===== config.mk =====
export PLATFORM = sky130hd
export DESIGN_NAME = cam_vga_top
export DESIGN_NICKNAME = d
export VERILOG_FILES = /design/src/rtl/apb_pkg.sv /design/src/rtl/video_pkg.sv /design/src/rtl/cam_capture.sv /design/src/rtl/cam_regs.sv /design/src/rtl/cam_vga_top.sv /design/src/rtl/frame_buffer.sv /design/src/rtl/raster_display.sv /design/src/rtl/raster_timing.sv
export SDC_FILE = /design/constraint.sdc
export NUM_CORES = 2
export LEC_CHECK = 0
export ABC_AREA = 1
export BUFFER_PORTS_ARGS = -buffer_cell sky130_fd_sc_hd__buf_2
export CAP_MARGIN = 10
export CORE_MARGIN = 8
export CORE_UTILIZATION = 43
export CTS_BUF_LIST = sky130_fd_sc_hd__clkbuf_16
export DETAILED_ROUTE_END_ITERATION = 10
export PLACE_DENSITY = 0.71
export SLEW_MARGIN = 20
export SYNTH_ARGS = -nofsm -noshare
export SYNTH_HDL_FRONTEND = slang
export SYNTH_HIERARCHICAL = 1
export SYNTH_SLANG_ARGS = --single-unit

===== constraint.sdc =====
create_clock -name clk -period 3.1 [get_ports clk]
set_clock_uncertainty 0.15 [all_clocks]
set_input_delay 0.155 -clock clk [delete_from_list [all_inputs] [get_ports clk]]
set_output_delay 0.155 -clock clk [all_outputs]
set_load 0.01 [all_outputs]

===== src/rtl/apb_pkg.sv =====
// apb register interface definitions
package apb_pkg;

  // request from the bus master
  typedef struct packed {
    logic        psel;
    logic        penable;
    logic        pwrite;
    logic [3:0]  paddr;
    logic [31:0] pwdata;
  } apb_req_t;

  // response back to the master
  typedef struct packed {
    logic [31:0] prdata;
    logic        pready;
    logic        pslverr;
  } apb_rsp_t;

  // register map
  localparam logic [3:0] reg_ctrl_addr   = 4'd0;
  localparam logic [3:0] reg_status_addr = 4'd4;

  // ctrl register bits
  localparam int ctrl_cap_en_bit  = 0;
  localparam int ctrl_swap_bit    = 1;
  localparam int ctrl_pattern_bit = 2;

endpackage


===== src/rtl/video_pkg.sv =====
// video datapath types
package video_pkg;

  // stored and displayed pixel, rgb444
  typedef struct packed {
    logic [3:0] r;
    logic [3:0] g;
    logic [3:0] b;
  } pix_t;

  // sync state of one raster position
  typedef struct packed {
    logic hsync;
    logic vsync;
    logic de;
  } vid_sync_t;

  // camera pin group, as seen from the sensor connector
  typedef struct packed {
    logic       vsync;
    logic       href;
    logic       pclk;
    logic [7:0] data;
  } cam_bus_t;

  // rgb565 byte pair to rgb444
  // hi = r5 g6[5:3], lo = g6[2:0] b5
  function automatic pix_t rgb565_to_pix(logic [7:0] hi, logic [7:0] lo, logic swap);
    pix_t p;
    p.r = hi[7:4];
    // upper four of the six green bits straddle the byte boundary
    p.g = {hi[2:0], lo[7]};
    p.b = lo[4:1];
    // optional red/blue exchange for sensors wired the other way
    if (swap) begin
      p.r = lo[4:1];
      p.b = hi[7:4];
    end
    return p;
  endfunction

endpackage


===== src/rtl/cam_capture.sv =====
// camera pixel capture
`timescale 1ns/1ps

module cam_capture #(
  parameter int img_cols = 16,
  parameter int img_rows = 12
) (
  input  logic                                 clk,
  input  logic                                 arst_n,
  input  video_pkg::cam_bus_t                  cam,
  input  logic                                 cap_en,
  input  logic                                 swap_rb,
  output logic                                 we,
  output logic [$clog2(img_cols*img_rows)-1:0] waddr,
  output video_pkg::pix_t                      wdata,
  output logic                                 frame_done
);
  import video_pkg::*;

  localparam int depth = img_cols * img_rows;
  localparam int aw    = $clog2(depth);

  typedef enum logic [1:0] {
    wait_frame,
    first_byte,
    second_byte
  } cap_state_t;

  cap_state_t   state;
  // pin history, pclk is only edge-detected inside clk
  logic         pclk_q;
  logic         vsync_q;
  logic [7:0]   hi_byte;
  // one extra bit so the count can sit at depth once the frame is full
  logic [aw:0]  pix_cnt;
  logic         pclk_rise;
  logic         vsync_rise;
  logic         byte_stb;
  logic         hi_stb;
  logic         lo_stb;
  logic         in_range;

  assign pclk_rise  = cam.pclk & ~pclk_q;
  assign vsync_rise = cam.vsync & ~vsync_q;
  // a byte counts only while href frames the line
  assign byte_stb   = pclk_rise & cam.href;
  // new frame start overrides any byte in flight
  assign hi_stb     = byte_stb && !vsync_rise && (state == first_byte);
  assign lo_stb     = byte_stb && !vsync_rise && (state == second_byte);
  assign in_range   = pix_cnt < (aw+1)'(depth);

  // control: fsm, edge history, address count, strobes
  always_ff @(posedge clk or negedge arst_n) begin
    if (!arst_n) begin
      state      <= wait_frame;
      pclk_q     <= 1'b0;
      vsync_q    <= 1'b0;
      pix_cnt    <= '0;
      we         <= 1'b0;
      frame_done <= 1'b0;
    end else begin
      pclk_q     <= cam.pclk;
      vsync_q    <= cam.vsync;
      // counted even with capture off, status reports every frame
      frame_done <= vsync_rise;
      we         <= 1'b0;
      if (vsync_rise) begin
        state   <= first_byte;
        pix_cnt <= '0;
      end else begin
        case (state)
          first_byte: begin
            if (hi_stb) state <= second_byte;
          end
          second_byte: begin
            if (!cam.href) begin
              // line ended mid pair, drop the half pixel
              state <= first_byte;
            end else if (lo_stb) begin
              state <= first_byte;
              we    <= cap_en && in_range;
              // saturate, overflow pixels are dropped
              if (in_range) pix_cnt <= pix_cnt + 1'b1;
            end
          end
          default: state <= wait_frame;
        endcase
      end
    end
  end

  // payload: high byte and the assembled write
  always_ff @(posedge clk) begin
    if (hi_stb) hi_byte <= cam.data;
    if (lo_stb) begin
      wdata <= rgb565_to_pix(hi_byte, cam.data, swap_rb);
      waddr <= pix_cnt[aw-1:0];
    end
  end

  // writes never leave the frame
  a_waddr_range: assert property (@(posedge clk) disable iff (!arst_n)
    we |-> (waddr < depth));

endmodule


===== src/rtl/cam_regs.sv =====
// camera control registers
`timescale 1ns/1ps

module cam_regs (
  input  logic              clk,
  input  logic              arst_n,
  input  apb_pkg::apb_req_t apb_req,
  output apb_pkg::apb_rsp_t apb_rsp,
  input  logic              frame_done,
  output logic              cap_en,
  output logic              swap_rb,
  output logic              pattern
);
  import apb_pkg::*;

  logic [2:0] ctrl;
  logic [7:0] frame_cnt;
  logic       access;
  logic       addr_ok;

  // access phase, pready is tied high so no wait states
  assign access  = apb_req.psel & apb_req.penable;
  assign addr_ok = (apb_req.paddr == reg_ctrl_addr) || (apb_req.paddr == reg_status_addr);

  assign cap_en  = ctrl[ctrl_cap_en_bit];
  assign swap_rb = ctrl[ctrl_swap_bit];
  assign pattern = ctrl[ctrl_pattern_bit];

  // ctrl write at the access edge, status is read only
  always_ff @(posedge clk or negedge arst_n) begin
    if (!arst_n) begin
      // capture running by default
      ctrl <= 3'b001;
    end else if (access && apb_req.pwrite && (apb_req.paddr == reg_ctrl_addr)) begin
      ctrl <= apb_req.pwdata[2:0];
    end
  end

  // received frames, wraps at 256
  always_ff @(posedge clk or negedge arst_n) begin
    if (!arst_n) begin
      frame_cnt <= '0;
    end else if (frame_done) begin
      frame_cnt <= frame_cnt + 1'b1;
    end
  end

  // read mux, unmapped addresses read zero
  always_comb begin
    apb_rsp.prdata = '0;
    case (apb_req.paddr)
      reg_ctrl_addr:   apb_rsp.prdata = {29'd0, ctrl};
      reg_status_addr: apb_rsp.prdata = {24'd0, frame_cnt};
      default:         apb_rsp.prdata = '0;
    endcase
    apb_rsp.pready  = 1'b1;
    apb_rsp.pslverr = access && !addr_ok;
  end

  // enable phase always follows a setup phase
  a_apb_setup: assert property (@(posedge clk) disable iff (!arst_n)
    apb_req.penable |-> $past(apb_req.psel));

endmodule


===== src/rtl/cam_vga_top.sv =====
// camera to display top level
`timescale 1ns/1ps

module cam_vga_top #(
  parameter int img_cols = 16,
  parameter int img_rows = 12,
  parameter int h_total  = 24,
  parameter int v_total  = 16
) (
  input  logic                 clk,
  input  logic                 arst_n,
  input  video_pkg::cam_bus_t  cam,
  input  apb_pkg::apb_req_t    apb_req,
  output apb_pkg::apb_rsp_t    apb_rsp,
  output video_pkg::vid_sync_t vid_sync,
  output video_pkg::pix_t      vid_pix
);
  import video_pkg::*;

  localparam int aw    = $clog2(img_cols * img_rows);
  localparam int col_w = $clog2(h_total);
  localparam int row_w = $clog2(v_total);

  // register controls
  logic             cap_en;
  logic             swap_rb;
  logic             pattern;
  logic             frame_done;
  // capture write port
  logic             we;
  logic [aw-1:0]    waddr;
  pix_t             wdata;
  // display read port
  logic [aw-1:0]    raddr;
  pix_t             rdata;
  // raster position
  logic [col_w-1:0] col;
  logic [row_w-1:0] row;
  vid_sync_t        sync;

  cam_regs u_regs (
    .clk        (clk),
    .arst_n     (arst_n),
    .apb_req    (apb_req),
    .apb_rsp    (apb_rsp),
    .frame_done (frame_done),
    .cap_en     (cap_en),
    .swap_rb    (swap_rb),
    .pattern    (pattern)
  );

  cam_capture #(.img_cols(img_cols), .img_rows(img_rows)) u_capture (
    .clk        (clk),
    .arst_n     (arst_n),
    .cam        (cam),
    .cap_en     (cap_en),
    .swap_rb    (swap_rb),
    .we         (we),
    .waddr      (waddr),
    .wdata      (wdata),
    .frame_done (frame_done)
  );

  frame_buffer #(.img_cols(img_cols), .img_rows(img_rows)) u_fb (
    .clk   (clk),
    .we    (we),
    .waddr (waddr),
    .wdata (wdata),
    .raddr (raddr),
    .rdata (rdata)
  );

  raster_timing #(
    .img_cols (img_cols),
    .img_rows (img_rows),
    .h_total  (h_total),
    .v_total  (v_total)
  ) u_timing (
    .clk    (clk),
    .arst_n (arst_n),
    .col    (col),
    .row    (row),
    .sync   (sync)
  );

  raster_display #(
    .img_cols (img_cols),
    .img_rows (img_rows),
    .col_w    (col_w),
    .row_w    (row_w)
  ) u_display (
    .clk      (clk),
    .arst_n   (arst_n),
    .col      (col),
    .row      (row),
    .sync     (sync),
    .pattern  (pattern),
    .raddr    (raddr),
    .rdata    (rdata),
    .vid_sync (vid_sync),
    .vid_pix  (vid_pix)
  );

endmodule


===== src/rtl/frame_buffer.sv =====
// dual port frame memory
`timescale 1ns/1ps

module frame_buffer #(
  parameter int img_cols = 16,
  parameter int img_rows = 12
) (
  input  logic                                 clk,
  input  logic                                 we,
  input  logic [$clog2(img_cols*img_rows)-1:0] waddr,
  input  video_pkg::pix_t                      wdata,
  input  logic [$clog2(img_cols*img_rows)-1:0] raddr,
  output video_pkg::pix_t                      rdata
);
  import video_pkg::*;

  localparam int depth = img_cols * img_rows;

  // one word per pixel, row major
  pix_t mem [depth];

  // capture side
  always_ff @(posedge clk) begin
    if (we) mem[waddr] <= wdata;
  end

  // display side, one cycle read latency
  always_ff @(posedge clk) begin
    rdata <= mem[raddr];
  end

endmodule


===== src/rtl/raster_display.sv =====
// raster pixel output stage
`timescale 1ns/1ps

module raster_display #(
  parameter int img_cols = 16,
  parameter int img_rows = 12,
  parameter int col_w    = 5,
  parameter int row_w    = 4
) (
  input  logic                                 clk,
  input  logic                                 arst_n,
  input  logic [col_w-1:0]                     col,
  input  logic [row_w-1:0]                     row,
  input  video_pkg::vid_sync_t                 sync,
  input  logic                                 pattern,
  output logic [$clog2(img_cols*img_rows)-1:0] raddr,
  input  video_pkg::pix_t                      rdata,
  output video_pkg::vid_sync_t                 vid_sync,
  output video_pkg::pix_t                      vid_pix
);
  import video_pkg::*;

  localparam int aw = $clog2(img_cols * img_rows);

  // stage 1, aligned with the buffer read
  vid_sync_t  sync_d1;
  logic [3:0] col_d1;
  logic [3:0] row_d1;

  // row major address, parked at 0 outside the active area
  always_comb begin
    raddr = '0;
    if (sync.de) raddr = aw'(row * img_cols + col);
  end

  always_ff @(posedge clk or negedge arst_n) begin
    if (!arst_n) begin
      sync_d1  <= '0;
      col_d1   <= '0;
      row_d1   <= '0;
      vid_sync <= '0;
      vid_pix  <= '0;
    end else begin
      sync_d1  <= sync;
      // pattern only needs the low nibble of the position
      col_d1   <= 4'(col);
      row_d1   <= 4'(row);
      // stage 2, output register
      vid_sync <= sync_d1;
      if (!sync_d1.de) begin
        // blanking is black
        vid_pix <= '0;
      end else if (pattern) begin
        vid_pix.r <= col_d1;
        vid_pix.g <= row_d1;
        vid_pix.b <= col_d1 ^ row_d1;
      end else begin
        vid_pix <= rdata;
      end
    end
  end

endmodule


===== src/rtl/raster_timing.sv =====
// raster position timer
`timescale 1ns/1ps

module raster_timing #(
  parameter int img_cols = 16,
  parameter int img_rows = 12,
  parameter int h_total  = 24,
  parameter int v_total  = 16
) (
  input  logic                         clk,
  input  logic                         arst_n,
  output logic [$clog2(h_total)-1:0]   col,
  output logic [$clog2(v_total)-1:0]   row,
  output video_pkg::vid_sync_t         sync
);
  import video_pkg::*;

  localparam int col_w = $clog2(h_total);
  localparam int row_w = $clog2(v_total);

  logic [col_w-1:0] col_nxt;
  logic [row_w-1:0] row_nxt;

  // next position, column wraps first and carries into the row
  always_comb begin
    col_nxt = col + 1'b1;
    row_nxt = row;
    if (col == col_w'(h_total - 1)) begin
      col_nxt = '0;
      if (row == row_w'(v_total - 1)) begin
        row_nxt = '0;
      end else begin
        row_nxt = row + 1'b1;
      end
    end
  end

  // sync decoded from the next position so it lines up with col/row
  always_ff @(posedge clk or negedge arst_n) begin
    if (!arst_n) begin
      col  <= '0;
      row  <= '0;
      sync <= '0;
    end else begin
      col        <= col_nxt;
      row        <= row_nxt;
      sync.de    <= (col_nxt < img_cols) && (row_nxt < img_rows);
      // four column hsync pulse right after the active area
      sync.hsync <= (col_nxt >= img_cols) && (col_nxt < img_cols + 4);
      // vsync on the last line of the frame
      sync.vsync <= (row_nxt == v_total - 1);
    end
  end

  a_pos_range: assert property (@(posedge clk) disable iff (!arst_n)
    (col < h_total) && (row < v_total));

endmodule


# --- Word level (Yosys, flattened, before mapping) ---
# Memory sizes are Yosys's and may differ from the RTL's. A register that Yosys moved wholly into a read port is not among the register bits.
# Index checks and enable logic that the tools add are counted.
totals:
  regBits: 92
  ramBits: 2304
  output_inout_bits: 49
  n_memories: 1
memory_table:
  columns: ["name", "words", "width", "read_ports", "rd_ports_with_merged_regs", "wr", "line_no", "source"]
  rows:
  - ["u_fb.mem", 192, 12, 1, 1, 1, "frame_buffer.sv:20", "pix_t mem [depth];"]
op_classes:
  n_addsub: 5
  order_cmp: 5
  n_eq_ne: 8
  n_mux: 25
  bitwise: 7
  n_reduce_logical: 19
ops:
  columns: ["operator", "count"]
  rows:
  - ["$mux 9", 5]
  - ["$mux 12", 2]
  - ["$mux 4", 4]
  - ["$pmux 8 s2", 1]
  - ["$lt 5x5->1 const B", 2]
  - ["$add 9x1->9 const B", 1]
  - ["$logic_and 1x1->1", 9]
  - ["$lt 9x8->1 const B", 1]
  - ["$add 8x1->8 const B", 1]
  - ["$add 8x5->8", 1]
  - ["$eq 4x4->1 const B", 2]
  - ["$mux 2", 4]
  - ["$mux 8", 1]
  - ["$reduce_bool 2->1", 4]
  - ["$mux 1", 6]
  - ["$add 5x1->5 const B", 1]
  - ["$eq 5x5->1 const B", 1]
  - ["$ge 5x5->1 const B", 1]
  - ["$mux 5", 1]
  - ["$add 4x1->4 const B", 1]
  - ["$and 1x1->1", 4]
  - ["$eq 4x3->1 const B", 1]
  - ["$logic_not 4->1", 1]
  - ["$lt 4x4->1 const B", 1]
  - ["11 further kinds", 13]

# --- Longest topological paths before layout ---
logic_depth:
  depth_word: 9
  depth_mapped: 18

# --- Hierarchy ---
# The synthesis kept the hierarchy.
modules_own_cells:
  columns: ["mod", "n_inst", "cells_each", "area_each_um2"]
  rows:
  - ["frame_buffer", 1, 7667, 93433.4]
  - ["cam_capture", 1, 148, 1706.6]
  - ["raster_display", 1, 112, 1047.3]
  - ["cam_regs", 1, 107, 832.0]
  - ["raster_timing", 1, 56, 561.8]

# --- Least setup slack after synthesis ---
# Ideal clock, no wire load.
synth_timing:
  path_type: "flip-flop to flip-flop"
  from: "register, netlist name u_capture/wdata[0]"
  to: "memory u_fb/mem[0][0] in the netlist's numbering (data pin)"
  setup_time_ns: 0.663
  t_arrival_ns: 2.496
  setup_slack_ns: -0.209
  path_stages_with_launch: 1
  period_less_slack_ns: 3.309
  path_cell_list: "edfxtp_1"
synth_rtl:
  columns: ["item", "line_no"]
  rows:
  - ["end: declaration", "frame_buffer.sv:20"]
# No word-level cell before the write port.

# --- Worst setup path after layout ---
layout_timing:
  from: "register u_timing.col[0]"
  to: "register, netlist name u_fb/rdata[6]"
layout_between:
  elab_chain_cells: 2
layout_lines:
  columns: ["item", "line_no", "source"]
  rows:
  - ["start: declaration", "raster_timing.sv:12", "output logic [$clog2(h_total)-1:0] col,"]
  - ["start signal: assignment", "raster_timing.sv:45", "col <= col_nxt;"]
  - ["$add 8x5->8", "raster_display.sv:33", "if (sync.de) raddr = aw'(row * img_cols + col);"]
  - ["$mux 8", "raster_display.sv:33", null]
  - ["via raddr[0]", "cam_vga_top.sv:34", "logic [aw-1:0] raddr;"]
# The timed path passes the listed nets, and every way through them passes these cells.
# A chain may end at the register's enable or synchronous reset.

==> out/qor.yml <==
status:
  status: "finished with violations"
  violations: "negative setup slack"
worst_setup_path:
  worstSetupPathType: "reg -> reg"
  worst-path-max-fanout: 37
  arrival_ps: 3750
  r2r_setup_slack_ps: -30
  start_kind: "flop"
  r2r-end: "u_fb/rdata[6]"
  cp.required_ps: 3720
  r2r_start: "u_timing/col[0]"
  end_kind: "flop"
  reg2reg_depth: 14
yosys:
  yosys-mux-area-fraction_pct: 0.02308
  synth_area_leaders: "edfxtp_1, nand3_1, nand2_1"
  synth_edf_count: 2331
  async_flop_share_pct: 2.659
  seq_area_frac_synth_pct: 73.62
  synth.avg_cell_area_um2: 12.06
  synth_top_family_by_area: "simple AND/OR/NAND/NOR gates"
  synth_area_um2: 97580
  synth_cell_types: 39
  synth_cells: 8090
  synth_compound_area_share_pct: 2.480
  synthTopCellsByCount: "edfxtp_1, nand2_1, nand3_1, nor2_1, o21ai_0"
  synth-xor-area-share_pct: 0.06283
  yosys.area_share.simple_pct: 20.12
  ys_seq_elements: 2407
  ys_warn_count: 6
  synthAdderAreaFrac_pct: 0.07693
  yosys.cell_count.top_type: "edfxtp_1"
  ys.flop_type: "edfxtp_1"
  synth.largest_area_cell: "edfxtp_1"
  yosys.area.top_type_share_pct: 71.73
clock_network:
  clock-sinks: 2407
  cts_tree: "built"
  clkTransAtPathRegs_ps: 60
  clkLatencyLatePin_ps: 870
  cts_max_level: 4
  root_buffer: "clkbuf_16"
  ctsLongestPathBuffers: 3
  cts_setup_buffers: 0
  cts_inserted_buffers: 230
detailed_routing:
  wl_per_cell_um: 22.38
  vias: 65265
  drtPass1Iterations: 8
  viasPerCell: 5.660
  ant_nets: 0
  drc_errors: 0
  routed_wl_mm: 258.0
  drtIter0Drc: 8365
placed_design:
  dpl.hpwl_mm: 150.9
  placed_area_um2: 103200
  portBuffers: 46
  pre_cts_ws_ps: 151.9
  gp_congestion: 0.8842
floorplanning:
  placementRows: 175
  die-area_um2: 242400
  die_y_um: 492.4
  ios: 101
  die_width_um: 492.4
  initial_core_util_pct: 43.10
  core_um2: 226400
power_and_ir_drop:
  p_int_mw: 50.74
  switchingPower_mw: 12.32
  p_leak_nw: 39.02
  clkPwrFrac_pct: 43.6
  share_comb_of_total_power_pct: 0.5
  p_seq_share_pct: 55.9
  power_mw: 63.06
  power-per-cell-area_nw_per_um2: 567.5
  ir_drop_mv: 0.6745
  sw_frac_of_total_pct: 19.54
final_layout:
  layout-drive-gt1-share_pct: 10.16
  fin_util_pct: 49.08
  final_nets: 8380
  final_area_um2: 111100
  syn2layout_area_growth_pct: 13.87
timing:
  clock.fmax_mhz: 319.4
  finalHoldViolCount: 0
  timing.hold.ws_ps: 56.17
  slew-limit-headroom_pct: 24.77
  fin_ws_ps: -30.97
  final.period_utilization_pct: 101.0
  period_needed_ps: 3131
  max_slew.worst_pin.slew_ps: 1128
  timing.final.max_slew_violations: 0
  setup_viol: 1
  rsz0062_at_grt: "true"
grt:
  antenna_found_initial: 4
  grt_usage_pct: 20.47
  grt-ovfl-total: 0
  grt_max_degree: 193
  grt_pass1_wl_mm: 383.9
  grt_pass1_vias: 62519
min_path:
  hold_start: "cam[4]"
  min_delay_path_depth: 4
  hp-class: "in -> reg"
  holdPathEnd: "u_capture/wdata[3]"
run:
  maxCapViolations: 0
how the worst max path moves through the flow:
stage | start | slack (ps) | end
final | u_timing/col[0] | -30 | u_fb/rdata[6]
after global routing | u_timing/col[0] | -70 | u_fb/rdata[11]
after CTS | u_timing/sync[0] | 100 | u_fb/rdata[6]
after detailed placement | u_timing/col[0] | 150 | u_fb/rdata[7]
after global placement | u_timing/col[0] | 150 | u_fb/rdata[10]
after floorplan | u_capture/wdata[0] | -210 | u_fb/mem[0][0]
stage by stage:
stage,std cells,TNS [ps]
5_1_grt,11530,-353.2
6_report,11531,-30.97
3_5_place_dp,11058,0
4_1_cts,11527,0
3_3_place_gp,11058,0
2_1_floorplan,8113,-481220
final cells by class:
type                       instances  area [µm²]
timing repair inverter             2       22.52
multi-input combinational       5052       22320
antenna                            1       2.502
timing repair buffer             523        5238
tap                             3009        3765
clock inverter                   199        1644
clock buffer                     232        5806
fill                           19043      115300
inverter                         106       480.5
sequential                      2407       71840
timing repair:
| item | in CTS | in global routing |
|---|---|---|
| endpoints found under the setup margin | 0 | 10 |
| gates resized for setup | 0 | 13 |
| endpoints found under the hold margin | 113 | 0 |
| hold buffers | 38 | 0 |
layer usage:
metal | global-route usage (%) | part of all wire [%] | vias up | wire length [µm]
li1 | - | - | 29196 | -
met1 | 27.48 | 38 | 31884 | 99290
met2 | 32.81 | 47 | 3578 | 120900
met3 | 4.059 | 10 | 597 | 26620
met4 | 8.420 | 4.3 | 10 | 11200
met5 | 0 | 0.027 | - | 69
critical path, cell delays in order (launching register included):
cell	delay [ps]
dfrtp_1	410
nand2_1	200
clkinv_8	230
buf_12	260
buf_4	230
nand2_1	70
nand3_1	110
nand3_1	110
nand3_1	130
nand3_1	220
nand3_1	140
nand3_1	240
nand2_1	170
nand2_1	160
nand2_1	70
flip-flops by register name (all words and copies together), names as in the netlist, 4 cells and up:
register	cells
u_display/row_d1	4
u_display/col_d1	4
u_capture/waddr	8
u_capture/pix_cnt	9
u_capture/hi_byte	7
u_fb/rdata	12
u_capture/wdata	12
u_regs/frame_cnt	8
u_fb/mem	2304
u_display/vid_pix	12
u_timing/row	4
u_timing/col	5
layout by cell type (no fill, tap or decap), types with 3 or more instances in the layout:
cell type	n
inv_16	3
o31ai_1	8
ha_1	6
clkinv_2	44
o21ai_1	25
o21ai_2	4
nand4_1	6
nand2_2	14
edfxtp_1	2331
o31ai_2	6
clkinvlp_4	3
o22ai_1	104
o21ai_0	226
nand2_1	2208
bufinv_16	22
inv_2	3
buf_4	330
nand3_1	1854
a21oi_1	64
inv_4	3
dfxtp_1	12
buf_2	46
xor2_1	7
a21oi_2	3
inv_1	147
nor2_1	472
clkinv_1	59
clkinv_16	7
clkbuf_16	233
dfrtp_1	63
nor2_2	7
inv_8	6
conb_1	25
inv_6	6
nor2_4	5
dlygate4sd3_1	38
buf_12	100
buf_6	6
power by group through the flow:
stage / clock, mW / sequential, mW / combinational [mW]
after floorplan: 0 / 35.9 / 0.193
after global placement: 0 / 36.0 / 0.235
after detailed placement: 0 / 36.0 / 0.243
after CTS: 27.7 / 35.3 / 0.289
after global routing: 28.9 / 35.3 / 0.325
final: 27.5 / 35.3 / 0.290
logic make-up after synthesis:
logic type / Yosys count
buffers and inverters: 654
adders and majority gates: 6
DFF: 2407
and+or+nand+nor: 4573
other: 2
AOI/OAI and AO/OA: 440
xor gates and xnor gates: 7
muxes: 1
No activity file was read; power rests on OpenSTA's default activity.
